File: src/verilog/alu_imm_settings.svh
// sizes for the ALU-immediate cluster
// every LOG_* value must equal log2 of its count; IQ_DEPTH must be a power of two
`ifndef ALU_IMM_SETTINGS_SVH
`define ALU_IMM_SETTINGS_SVH

// physical register file
`define PR_COUNT 16
`define LOG_PR_COUNT 4
`define PRF_BANK_COUNT 2
`define LOG_PRF_BANK_COUNT 1

// reorder buffer
`define ROB_ENTRIES 8
`define LOG_ROB_ENTRIES 3

// issue queue
`define IQ_DEPTH 4

`endif

File: src/verilog/core_types_pkg.sv
// types shared by the ALU-immediate cluster
// field widths follow alu_imm_settings.svh
`include "alu_imm_settings.svh"

package core_types_pkg;

    // funct3 in the low bits, bit 3 marks the alternate form
    typedef enum logic [3:0] {
        ADD  = 4'b0000,
        SLL  = 4'b0001,
        SLT  = 4'b0010,
        SLTU = 4'b0011,
        XOR  = 4'b0100,
        SRL  = 4'b0101,
        OR   = 4'b0110,
        AND  = 4'b0111,
        SUB  = 4'b1000,
        SRA  = 4'b1101
    } alu_op_e;

    typedef struct packed {
        alu_op_e                      op;
        logic [11:0]                  imm12;
        logic [`LOG_PR_COUNT-1:0]     src_pr;
        logic [`LOG_PR_COUNT-1:0]     dest_pr;
        logic [`LOG_ROB_ENTRIES-1:0]  rob_index;
    } dispatch_t;

    typedef struct packed {
        alu_op_e                        op;
        logic [11:0]                    imm12;
        logic                           a_forward;
        logic [`LOG_PRF_BANK_COUNT-1:0] a_bank;
        logic [`LOG_PR_COUNT-1:0]       a_pr;
        logic [`LOG_PR_COUNT-1:0]       dest_pr;
        logic [`LOG_ROB_ENTRIES-1:0]    rob_index;
    } issue_t;

    typedef struct packed {
        logic [31:0]                  data;
        logic [`LOG_PR_COUNT-1:0]     pr;
        logic [`LOG_ROB_ENTRIES-1:0]  rob_index;
    } wb_t;

endpackage

File: src/verilog/alu.sv
// combinational 32-bit integer ALU
// unused opcode encodings behave as ADD
`timescale 1ns/1ns

module alu (
    input  core_types_pkg::alu_op_e op,
    input  logic [31:0]             A,
    input  logic [31:0]             B,
    output logic [31:0]             out
);
    import core_types_pkg::*;

    logic [4:0] shamt;

    // shifts only look at the low five bits
    assign shamt = B[4:0];

    always_comb begin
        case (op)
            ADD:     out = A + B;
            SUB:     out = A - B;
            SLL:     out = A << shamt;
            SLT:     out = {31'b0, $signed(A) < $signed(B)};
            SLTU:    out = {31'b0, A < B};
            XOR:     out = A ^ B;
            SRL:     out = A >> shamt;
            SRA:     out = $signed(A) >>> shamt;
            OR:      out = A | B;
            AND:     out = A & B;
            default: out = A + B;
        endcase
    end

endmodule

File: src/verilog/alu_imm_iq.sv
// in-order issue queue for register-immediate ops
// assumes renamed registers: dest_pr differs from src_pr and from every
// in-flight dest, otherwise the ready table stalls or releases too early
`timescale 1ns/1ns
`include "alu_imm_settings.svh"

module alu_imm_iq (
    input  logic                          CLK,
    input  logic                          nRST,
    input  logic                          dispatch_valid,
    input  core_types_pkg::dispatch_t     dispatch,
    output logic                          dispatch_ready,
    output logic                          issue_valid,
    output core_types_pkg::issue_t        issue,
    input  logic                          issue_ready,
    output logic                          read_req,
    output logic [`LOG_PR_COUNT-1:0]      read_pr,
    input  logic                          wb_fire,
    input  logic [`LOG_PR_COUNT-1:0]      wb_pr
);
    import core_types_pkg::*;

    localparam int PTR_W = $clog2(`IQ_DEPTH);

    dispatch_t              entries [`IQ_DEPTH];
    dispatch_t              head;
    logic [PTR_W-1:0]       head_ptr;
    logic [PTR_W-1:0]       tail_ptr;
    logic [PTR_W:0]         count;
    logic [`PR_COUNT-1:0]   pr_ready;
    logic                   src_ready;
    logic                   src_fwd;
    logic                   dispatch_fire;
    logic                   issue_fire;

    // ------------------------------------------------------------
    // queue storage

    assign dispatch_ready = (count != (PTR_W+1)'(`IQ_DEPTH));
    assign dispatch_fire = dispatch_valid & dispatch_ready;
    assign head = entries[head_ptr];

    always_ff @(posedge CLK) begin
        if (dispatch_fire) begin
            entries[tail_ptr] <= dispatch;
        end
    end

    always_ff @(posedge CLK, negedge nRST) begin
        if (~nRST) begin
            head_ptr <= '0;
            tail_ptr <= '0;
            count <= '0;
        end else begin
            if (dispatch_fire) begin
                tail_ptr <= tail_ptr + 1'b1;
            end
            if (issue_fire) begin
                head_ptr <= head_ptr + 1'b1;
            end
            count <= count + {{PTR_W{1'b0}}, dispatch_fire}
                           - {{PTR_W{1'b0}}, issue_fire};
        end
    end

    // ------------------------------------------------------------
    // ready table, one bit per physical register

    always_ff @(posedge CLK, negedge nRST) begin
        if (~nRST) begin
            pr_ready <= '1;
        end else begin
            if (wb_fire) begin
                pr_ready[wb_pr] <= 1'b1;
            end
            // a new producer wins over a same-cycle writeback
            if (dispatch_fire) begin
                pr_ready[dispatch.dest_pr] <= 1'b0;
            end
        end
    end

    // ------------------------------------------------------------
    // head issue

    assign src_ready = pr_ready[head.src_pr];
    // source written this cycle, value comes from the forward path
    assign src_fwd = ~src_ready & wb_fire & (wb_pr == head.src_pr);

    assign issue_valid = (count != '0) & (src_ready | src_fwd);
    assign issue_fire = issue_valid & issue_ready;

    assign issue.op = head.op;
    assign issue.imm12 = head.imm12;
    assign issue.a_forward = src_fwd;
    assign issue.a_bank = head.src_pr[`LOG_PRF_BANK_COUNT-1:0];
    assign issue.a_pr = head.src_pr;
    assign issue.dest_pr = head.dest_pr;
    assign issue.rob_index = head.rob_index;

    // PRF read only when the operand is not forwarded
    assign read_req = issue_fire & ~src_fwd;
    assign read_pr = issue.a_pr;

endmodule

File: src/verilog/prf.sv
// banked physical register file, two access ports per bank
// port 0 goes to the debug read first, a write takes one port of its bank,
// the pending operand read waits for whatever port is left
`timescale 1ns/1ns
`include "alu_imm_settings.svh"

module prf (
    input  logic                                        CLK,
    input  logic                                        nRST,
    input  logic                                        read_req,
    input  logic [`LOG_PR_COUNT-1:0]                    read_pr,
    output logic                                        A_reg_read_ack,
    output logic                                        A_reg_read_port,
    output logic [`PRF_BANK_COUNT-1:0][1:0][31:0]       reg_read_data_by_bank_by_port,
    output logic [`PRF_BANK_COUNT-1:0][31:0]            forward_data_by_bank,
    input  logic                                        wb_fire,
    input  core_types_pkg::wb_t                         wb,
    input  logic                                        dbg_rd_valid,
    input  logic [`LOG_PR_COUNT-1:0]                    dbg_rd_pr,
    output logic [31:0]                                 dbg_rd_data
);
    localparam int ROWS = `PR_COUNT / `PRF_BANK_COUNT;
    localparam int ROW_W = `LOG_PR_COUNT - `LOG_PRF_BANK_COUNT;

    logic [31:0]                        regs [`PRF_BANK_COUNT][ROWS];
    logic                               pend_valid;
    logic [`LOG_PR_COUNT-1:0]           pend_pr;
    logic [`LOG_PRF_BANK_COUNT-1:0]     pend_bank;
    logic [`LOG_PRF_BANK_COUNT-1:0]     dbg_bank;
    logic [`LOG_PRF_BANK_COUNT-1:0]     wr_bank;
    logic [`PRF_BANK_COUNT-1:0]         dbg_hit;
    logic [`PRF_BANK_COUNT-1:0]         wr_hit;
    logic [`PRF_BANK_COUNT-1:0][1:0]    ports_used;

    assign pend_bank = pend_pr[`LOG_PRF_BANK_COUNT-1:0];
    assign dbg_bank = dbg_rd_pr[`LOG_PRF_BANK_COUNT-1:0];
    assign wr_bank = wb.pr[`LOG_PRF_BANK_COUNT-1:0];

    // ------------------------------------------------------------
    // port arbitration

    always_comb begin
        for (int b = 0; b < `PRF_BANK_COUNT; b++) begin
            dbg_hit[b] = dbg_rd_valid & (dbg_bank == b[`LOG_PRF_BANK_COUNT-1:0]);
            wr_hit[b] = wb_fire & (wr_bank == b[`LOG_PRF_BANK_COUNT-1:0]);
            ports_used[b] = {1'b0, dbg_hit[b]} + {1'b0, wr_hit[b]};
        end
    end

    // lowest free port, none when both are taken
    assign A_reg_read_ack = pend_valid & (ports_used[pend_bank] != 2'd2);
    assign A_reg_read_port = ports_used[pend_bank][0];

    always_comb begin
        for (int b = 0; b < `PRF_BANK_COUNT; b++) begin
            if (dbg_hit[b]) begin
                reg_read_data_by_bank_by_port[b][0] = regs[b][dbg_rd_pr[`LOG_PR_COUNT-1 -: ROW_W]];
            end else begin
                reg_read_data_by_bank_by_port[b][0] = regs[b][pend_pr[`LOG_PR_COUNT-1 -: ROW_W]];
            end
            reg_read_data_by_bank_by_port[b][1] = regs[b][pend_pr[`LOG_PR_COUNT-1 -: ROW_W]];
        end
    end

    // pending operand read, held until a port frees up
    always_ff @(posedge CLK, negedge nRST) begin
        if (~nRST) begin
            pend_valid <= 1'b0;
            pend_pr <= '0;
        end else if (read_req) begin
            pend_valid <= 1'b1;
            pend_pr <= read_pr;
        end else if (A_reg_read_ack) begin
            pend_valid <= 1'b0;
        end
    end

    // ------------------------------------------------------------
    // write port, registers all start at zero

    always_ff @(posedge CLK, negedge nRST) begin
        if (~nRST) begin
            for (int b = 0; b < `PRF_BANK_COUNT; b++) begin
                for (int r = 0; r < ROWS; r++) begin
                    regs[b][r] <= 32'h0;
                end
            end
        end else if (wb_fire) begin
            regs[wr_bank][wb.pr[`LOG_PR_COUNT-1 -: ROW_W]] <= wb.data;
        end
    end

    // last write per bank feeds the forward path one cycle later
    always_ff @(posedge CLK) begin
        if (wb_fire) begin
            forward_data_by_bank[wr_bank] <= wb.data;
        end
        if (dbg_rd_valid) begin
            dbg_rd_data <= reg_read_data_by_bank_by_port[dbg_bank][0];
        end
    end

endmodule

File: src/verilog/alu_imm_pipeline.sv
// OC/EX/WB pipeline for register-immediate ALU ops
// operand A comes saved, forwarded or from a PRF read port; B is the immediate
// a stall in WB travels back one stage per valid stage
`timescale 1ns/1ns
`include "alu_imm_settings.svh"

module alu_imm_pipeline (
    input  logic                                    CLK,
    input  logic                                    nRST,
    input  logic                                    issue_valid,
    input  core_types_pkg::issue_t                  issue,
    output logic                                    issue_ready,
    input  logic                                    A_reg_read_ack,
    input  logic                                    A_reg_read_port,
    input  logic [`PRF_BANK_COUNT-1:0][1:0][31:0]   reg_read_data_by_bank_by_port,
    input  logic [`PRF_BANK_COUNT-1:0][31:0]        forward_data_by_bank,
    output logic                                    WB_valid,
    output core_types_pkg::wb_t                     wb,
    input  logic                                    WB_ready
);
    import core_types_pkg::*;

    logic stall_wb;
    logic stall_ex;
    logic stall_oc;

    // OC stage
    logic                               valid_oc;
    logic                               a_saved_oc;
    logic                               a_forward_oc;
    logic [31:0]                        a_saved_data_oc;
    alu_op_e                            op_oc;
    logic [11:0]                        imm12_oc;
    logic [`LOG_PRF_BANK_COUNT-1:0]     a_bank_oc;
    logic [`LOG_PR_COUNT-1:0]           dest_pr_oc;
    logic [`LOG_ROB_ENTRIES-1:0]        rob_index_oc;
    logic                               a_present_oc;
    logic                               launch_oc;
    logic [31:0]                        next_a_ex;

    // EX stage
    logic                               valid_ex;
    alu_op_e                            op_ex;
    logic [31:0]                        a_ex;
    logic [31:0]                        b_ex;
    logic [11:0]                        imm12_ex;
    logic [`LOG_PR_COUNT-1:0]           dest_pr_ex;
    logic [`LOG_ROB_ENTRIES-1:0]        rob_index_ex;
    logic [31:0]                        alu_out_ex;

    // ------------------------------------------------------------
    // back-pressure

    assign stall_wb = WB_valid & ~WB_ready;
    assign stall_ex = valid_ex & stall_wb;
    assign stall_oc = valid_oc & stall_ex;

    // ------------------------------------------------------------
    // OC, wait for operand A

    assign a_present_oc = a_saved_oc | a_forward_oc | A_reg_read_ack;
    assign launch_oc = ~stall_oc & a_present_oc;
    assign issue_ready = ~valid_oc | launch_oc;

    always_comb begin
        if (a_saved_oc) begin
            next_a_ex = a_saved_data_oc;
        end else if (a_forward_oc) begin
            next_a_ex = forward_data_by_bank[a_bank_oc];
        end else begin
            next_a_ex = reg_read_data_by_bank_by_port[a_bank_oc][A_reg_read_port];
        end
    end

    always_ff @(posedge CLK, negedge nRST) begin
        if (~nRST) begin
            valid_oc <= 1'b0;
            a_saved_oc <= 1'b0;
            a_forward_oc <= 1'b0;
        end else if (issue_ready) begin
            valid_oc <= issue_valid;
            a_saved_oc <= 1'b0;
            a_forward_oc <= issue.a_forward;
        end else begin
            // forward data lasts one cycle, keep what arrived
            a_saved_oc <= a_present_oc;
            a_forward_oc <= 1'b0;
        end
    end

    always_ff @(posedge CLK) begin
        if (issue_ready) begin
            op_oc <= issue.op;
            imm12_oc <= issue.imm12;
            a_bank_oc <= issue.a_bank;
            dest_pr_oc <= issue.dest_pr;
            rob_index_oc <= issue.rob_index;
        end
        a_saved_data_oc <= next_a_ex;
    end

    // ------------------------------------------------------------
    // EX

    always_ff @(posedge CLK, negedge nRST) begin
        if (~nRST) begin
            valid_ex <= 1'b0;
        end else if (~stall_ex) begin
            valid_ex <= valid_oc & launch_oc;
        end
    end

    always_ff @(posedge CLK) begin
        if (~stall_ex) begin
            op_ex <= op_oc;
            a_ex <= next_a_ex;
            imm12_ex <= imm12_oc;
            dest_pr_ex <= dest_pr_oc;
            rob_index_ex <= rob_index_oc;
        end
    end

    // sign-extended immediate
    assign b_ex = {{20{imm12_ex[11]}}, imm12_ex};

    alu u_alu (
        .op  (op_ex),
        .A   (a_ex),
        .B   (b_ex),
        .out (alu_out_ex)
    );

    // ------------------------------------------------------------
    // WB, held while the consumer is not ready

    always_ff @(posedge CLK, negedge nRST) begin
        if (~nRST) begin
            WB_valid <= 1'b0;
        end else if (~stall_wb) begin
            WB_valid <= valid_ex;
        end
    end

    always_ff @(posedge CLK) begin
        if (~stall_wb) begin
            wb.data <= alu_out_ex;
            wb.pr <= dest_pr_ex;
            wb.rob_index <= rob_index_ex;
        end
    end

endmodule

File: src/verilog/alu_imm_cluster.sv
// ALU-immediate cluster: issue queue, OC/EX/WB pipeline and banked PRF
// a completion counts in a cycle with complete_valid and complete_ready high
`timescale 1ns/1ns
`include "alu_imm_settings.svh"

module alu_imm_cluster (
    input  logic                          CLK,
    input  logic                          nRST,
    input  logic                          dispatch_valid,
    input  core_types_pkg::dispatch_t     dispatch,
    output logic                          dispatch_ready,
    input  logic                          complete_ready,
    output logic                          complete_valid,
    output core_types_pkg::wb_t           complete,
    input  logic                          dbg_rd_valid,
    input  logic [`LOG_PR_COUNT-1:0]      dbg_rd_pr,
    output logic [31:0]                   dbg_rd_data
);
    import core_types_pkg::*;

    logic                                   issue_valid;
    issue_t                                 issue;
    logic                                   issue_ready;
    logic                                   read_req;
    logic [`LOG_PR_COUNT-1:0]               read_pr;
    logic                                   A_reg_read_ack;
    logic                                   A_reg_read_port;
    logic [`PRF_BANK_COUNT-1:0][1:0][31:0]  reg_read_data_by_bank_by_port;
    logic [`PRF_BANK_COUNT-1:0][31:0]       forward_data_by_bank;
    logic                                   WB_valid;
    wb_t                                    wb;
    logic                                   wb_fire;

    // the write and the completion happen together
    assign wb_fire = WB_valid & complete_ready;
    assign complete_valid = WB_valid;
    assign complete = wb;

    alu_imm_iq u_iq (
        .CLK            (CLK),
        .nRST           (nRST),
        .dispatch_valid (dispatch_valid),
        .dispatch       (dispatch),
        .dispatch_ready (dispatch_ready),
        .issue_valid    (issue_valid),
        .issue          (issue),
        .issue_ready    (issue_ready),
        .read_req       (read_req),
        .read_pr        (read_pr),
        .wb_fire        (wb_fire),
        .wb_pr          (wb.pr)
    );

    alu_imm_pipeline u_pipeline (
        .CLK                           (CLK),
        .nRST                          (nRST),
        .issue_valid                   (issue_valid),
        .issue                         (issue),
        .issue_ready                   (issue_ready),
        .A_reg_read_ack                (A_reg_read_ack),
        .A_reg_read_port               (A_reg_read_port),
        .reg_read_data_by_bank_by_port (reg_read_data_by_bank_by_port),
        .forward_data_by_bank          (forward_data_by_bank),
        .WB_valid                      (WB_valid),
        .wb                            (wb),
        .WB_ready                      (complete_ready)
    );

    prf u_prf (
        .CLK                           (CLK),
        .nRST                          (nRST),
        .read_req                      (read_req),
        .read_pr                       (read_pr),
        .A_reg_read_ack                (A_reg_read_ack),
        .A_reg_read_port               (A_reg_read_port),
        .reg_read_data_by_bank_by_port (reg_read_data_by_bank_by_port),
        .forward_data_by_bank          (forward_data_by_bank),
        .wb_fire                       (wb_fire),
        .wb                            (wb),
        .dbg_rd_valid                  (dbg_rd_valid),
        .dbg_rd_pr                     (dbg_rd_pr),
        .dbg_rd_data                   (dbg_rd_data)
    );

endmodule

File: config.mk
export PLATFORM = sky130hd
export DESIGN_NAME = alu_imm_cluster
export DESIGN_NICKNAME = d
export VERILOG_FILES = /design/src/verilog/core_types_pkg.sv /design/src/verilog/alu.sv /design/src/verilog/alu_imm_iq.sv /design/src/verilog/prf.sv /design/src/verilog/alu_imm_pipeline.sv /design/src/verilog/alu_imm_cluster.sv
export VERILOG_INCLUDE_DIRS = /design/src /design/src/verilog
export SDC_FILE = /design/constraint.sdc
export NUM_CORES = 2
export LEC_CHECK = 0
export BUFFER_PORTS_ARGS = -buffer_cell sky130_fd_sc_hd__buf_2
export CAP_MARGIN = 20
export CORE_MARGIN = 2
export CORE_UTILIZATION = 39
export DETAILED_ROUTE_END_ITERATION = 8
export PLACE_DENSITY_LB_ADDON = 0.3
export REMOVE_ABC_BUFFERS = 1
export SETUP_SLACK_MARGIN = 0.5
export SYNTH_ARGS = -nofsm -noshare
export SYNTH_HDL_FRONTEND = slang
export SYNTH_SLANG_ARGS = --single-unit
File: constraint.sdc
create_clock -name CLK -period 7.04 [get_ports CLK]
set_input_delay 0.704 -clock CLK [delete_from_list [all_inputs] [get_ports CLK]]
set_output_delay 0.704 -clock CLK [all_outputs]
set_load 0.01 [all_outputs]
==> summary.md <==
| Metric | Value |
|---|---|
| Status | `completed` |
| Setup total negative slack | `0 ns` |
| CP endpoint kind | `register` |
| Synthesized area | `0.05047 mm²` |
| Final ANT Viol Nets | `0` |
| IO buf count | `108` |
| Cell taking the most area after synthesis | `dfrtp_1` |
| CP Cell Sequence | `inv_1 -> buf_4 -> ha_1 -> inv_1 -> a2111oi_0 -> a211o_1 -> a21oi_1 -> a311oi_1 -> a21oi_1 -> nand3_1 -> a21oi_1 -> a2bb2oi_1` |
| CTS Sinks | `899` |
| Post-synth top area share | `0.2623` |
| # DRC | `0` |
| Power Density | `429.8 mW/mm²` |
| Most frequent cells after synthesis | `mux2_2, dfrtp_1, mux4_2` |
| Hold/Removal Path Class | `primary input to register` |
| DP Cell Count | `5357` |
| Post-CTS resize count | `0` |
| Initial antenna violation count | `6` |
| Crit-path slowest cell | `edfxtp_1` |
| Via density | `6.048` |
| Fin. Hold Viols | `0` |
| Hpwl dp | `96790 µm` |
| FMAX | `190.0 MHz` |
| Post-Layout Cell Count | `5536` |
| Clock tree buffer depth | `3` |
| Via Count | `33480` |
| Largest net degree at the start of global routing | `164` |
| Crit-path leading delay family | `compound AO/OA/AOI/OAI gates` |
| Leak Pwr | `23.33 nW` |
| Slew HR | `0.3022` |
| Clk slew on worst S/H paths | `0.07 ns` |
| CTS root buffer | `clkbuf_16` |
| Number of placement rows | `131` |
| RSZ-0062 raised after global routing | `no` |
| Die width | `363.7 µm` |
| Synth warnings | `0` |
| Starting density of the core | `0.3943` |
| Setup CP Type | `register to register` |
| Count leader, synth | `mux2_2` |
| Ports | `109` |
| Share of the yosys chip area belonging to registers | `0.4749` |
| Crit path launch type | `register` |
| Most Frequent Cell on Critical Path | `a21oi_1` |
| Crit path DAT | `5.67 ns` |
| Htree depth | `3` |
| Skew-Pair Late Insertion Delay | `0.69 ns` |
| Maximum vdd ir drop | `282.3 µV` |
| Synth async-reset ratio | `0.6062` |
| Area contributors post-synth | `dfrtp_1, edfxtp_1, mux4_2` |
| Post-synth EDFFs | `322` |
| Setup-failing EPs final | `0` |
| Total core area | `0.1280 mm²` |
| GRT overflow | `0` |
| WHS | `0.2213 ns` |
| CP Max Fanout | `32` |
| Area grow syn2layout | `11.01%` |
| Gate Count Post-Synth | `3734` |
| Layout Nets | `3869` |
| Die area | `0.1323 mm²` |
| Vias in the first global route | `33620` |
| Final Max Slew Viols | `0` |
| Drt pass-1 iters | `6` |
| Routed WL | `151900 µm` |
| Critical Path RT | `7.45 ns` |
| Synth Register Bits | `899` |
| Critical Path Max Stage Delay | `0.97 ns` |
| TritonCTS clock tree | `yes` |
| Drt initial violations | `3305` |
| Worst-margin pin slew | `1.025 ns` |
| Unique masters post-synth | `91` |
| Tot GR Track Use | `0.2291` |
| Tmin final | `5.262 ns` |
| Wire per inst | `27.43 µm` |
| Share of cells above drive strength 1 | `0.3790` |
| Die height | `363.7 µm` |
| Worst path bufs/invs | `3` |
| Reported max-cap violation count | `0` |
| Final cycle utilization of the critical path | `0.7475` |
| Syn Area/Cell | `13.52 µm²` |
| Ant diodes | `0` |
| CTS Buf Count | `94` |
| Final core utilization | `0.4377` |
| First-pass GRT wire length | `227300 µm` |
| Post-route clock skew | `0.02182 ns` |
| Synth Flop Type | `dfrtp_1` |
| Final RePlAce weighted congestion | `0.9491` |
flip-flops by register name (all words and copies together) (netlist names), 2 cells and up:
| name | count |
|---|---|
| u_pipeline.op_oc | 4 |
| u_iq.head_ptr | 2 |
| u_iq.entries | 108 |
| u_prf.regs | 512 |
| u_pipeline.imm12_oc | 12 |
| u_pipeline.a_saved_data_oc | 32 |
| u_pipeline.rob_index_ex | 3 |
| u_pipeline.dest_pr_ex | 4 |
| u_pipeline.rob_index_oc | 3 |
| u_iq.pr_ready | 16 |
| u_pipeline.dest_pr_oc | 4 |
| u_pipeline.op_ex | 4 |
| u_prf.forward_data_by_bank | 64 |
| u_prf.dbg_rd_data | 32 |
| u_pipeline.a_ex | 32 |
| u_prf.pend_pr | 4 |
| u_iq.count | 3 |
| u_pipeline.wb | 39 |
| u_pipeline.imm12_ex | 12 |
| u_iq.tail_ptr | 2 |
per-layer routing:
metal / track usage / up-vias / routed length, µm
li1: - / 14340 / -
met1: 0.3231 / 17750 / 65960
met2: 0.3669 / 1131 / 72160
met3: 0.02907 / 262 / 8970
met4: 0.07680 / 4 / 4765
met5: 0 / - / 16
path summary, 6_finish.rpt:
path	startpoint	endpoint	slack [ns]	cells past startpoint
setup / recovery	u_pipeline.imm12_ex[11]	u_pipeline.wb[37]	1.78	12
hold / removal	dispatch[9]	u_iq.entries[0][9]	0.22	1
setup reg to reg	u_pipeline.imm12_ex[11]	u_pipeline.wb[37]	1.78	12
hold reg to reg	u_pipeline.imm12_oc[0]	u_pipeline.imm12_ex[0]	0.42	0
max in group asynchronous	nRST	u_prf.regs[54]	5.09	3
min in group asynchronous	nRST	u_prf.regs[193]	0.60	2
logic make-up (layout without fill, tap and decap cells):
| kind of cell | Yosys count | in the layout | synth area share |
|---|---|---|---|
| AOI/OAI and AO/OA | 577 | 577 | 0.07489 |
| xor gates and xnor gates | 12 | 12 | 0.002082 |
| adders and majority gates | 108 | 108 | 0.02722 |
| DFF | 899 | 899 | 0.4749 |
| and+or+nand+nor | 567 | 567 | 0.05035 |
| muxes | 1138 | 1138 | 0.3362 |
| buffers and inverters | 433 | 506 | 0.03439 |
final cells by class:
type	instances	area [µm²]
tap	1729	2163
sequential	899	23980
clock buffer	128	2611
inverter	134	503.0
clock inverter	50	574.3
timing repair buffer	194	1270
multi-input combinational	2402	24920
fill	11570	71990
per-stage QoR:
stage	power (mW)	instance area [µm²]	setup slack (ns)
after detailed placement	18.92	52830	1.938
after global routing	25.30	56030	1.425
final	24.08	56030	1.778
after CTS	24.11	56030	1.902
after global placement	18.80	52830	2.102
after floorplan	15.36	49240	0.06344
worst register-to-register path, cell delays in order (launching register included):
cell and delay, ns:
edfxtp_1 0.97, inv_1 0.46, buf_4 0.42, ha_1 0.68, inv_1 0.15, a2111oi_0 0.60, a211o_1 0.22, a21oi_1 0.06
a311oi_1 0.68, a21oi_1 0.31, nand3_1 0.20, a21oi_1 0.09, a2bb2oi_1 0.16
report_power, final:
group	internal, mW	switching, mW	leakage [nW]
clock	2.92	2.17	1.55
sequential	7.36	1.73	10.8
combinational	4.51	5.39	11.0
total	14.8	9.29	23.3
placed cells by master (no fill, tap or decap), types with 12 or more instances in the layout:
master | synthesis | layout
o2111ai_1 | 12 | 12
buf_4 | 4 | 83
dfstp_2 | 16 | 16
mux4_2 | 380 | 380
dfxtp_1 | 32 | 32
a21oi_1 | 152 | 152
nor3_1 | 37 | 35
a211o_1 | 14 | 14
edfxtp_1 | 322 | 322
nand2b_1 | 30 | 27
nand2_1 | 183 | 181
dfrtp_1 | 529 | 522
o211ai_1 | 27 | 27
clkinv_1 | 3 | 13
a211oi_1 | 39 | 39
mux2_2 | 647 | 647
o22ai_1 | 24 | 24
inv_1 | 130 | 130
a31oi_1 | 26 | 26
nor2_1 | 199 | 186
nand3_1 | 31 | 31
ha_1 | 105 | 105
nor2b_1 | 15 | 14
clkbuf_1 | 211 | 22
mux2i_1 | 108 | 107
clkbuf_16 | 0 | 95
clkinv_2 | 0 | 17
buf_2 | 51 | 103
o21ai_0 | 136 | 135
what timing repair did:
action                                 in CTS  in global routing
hold buffers                                1                  0
setup buffers                               0                  0
endpoints found under the hold margin      18                  0
Note: power is estimated with default switching activity, not from simulation.
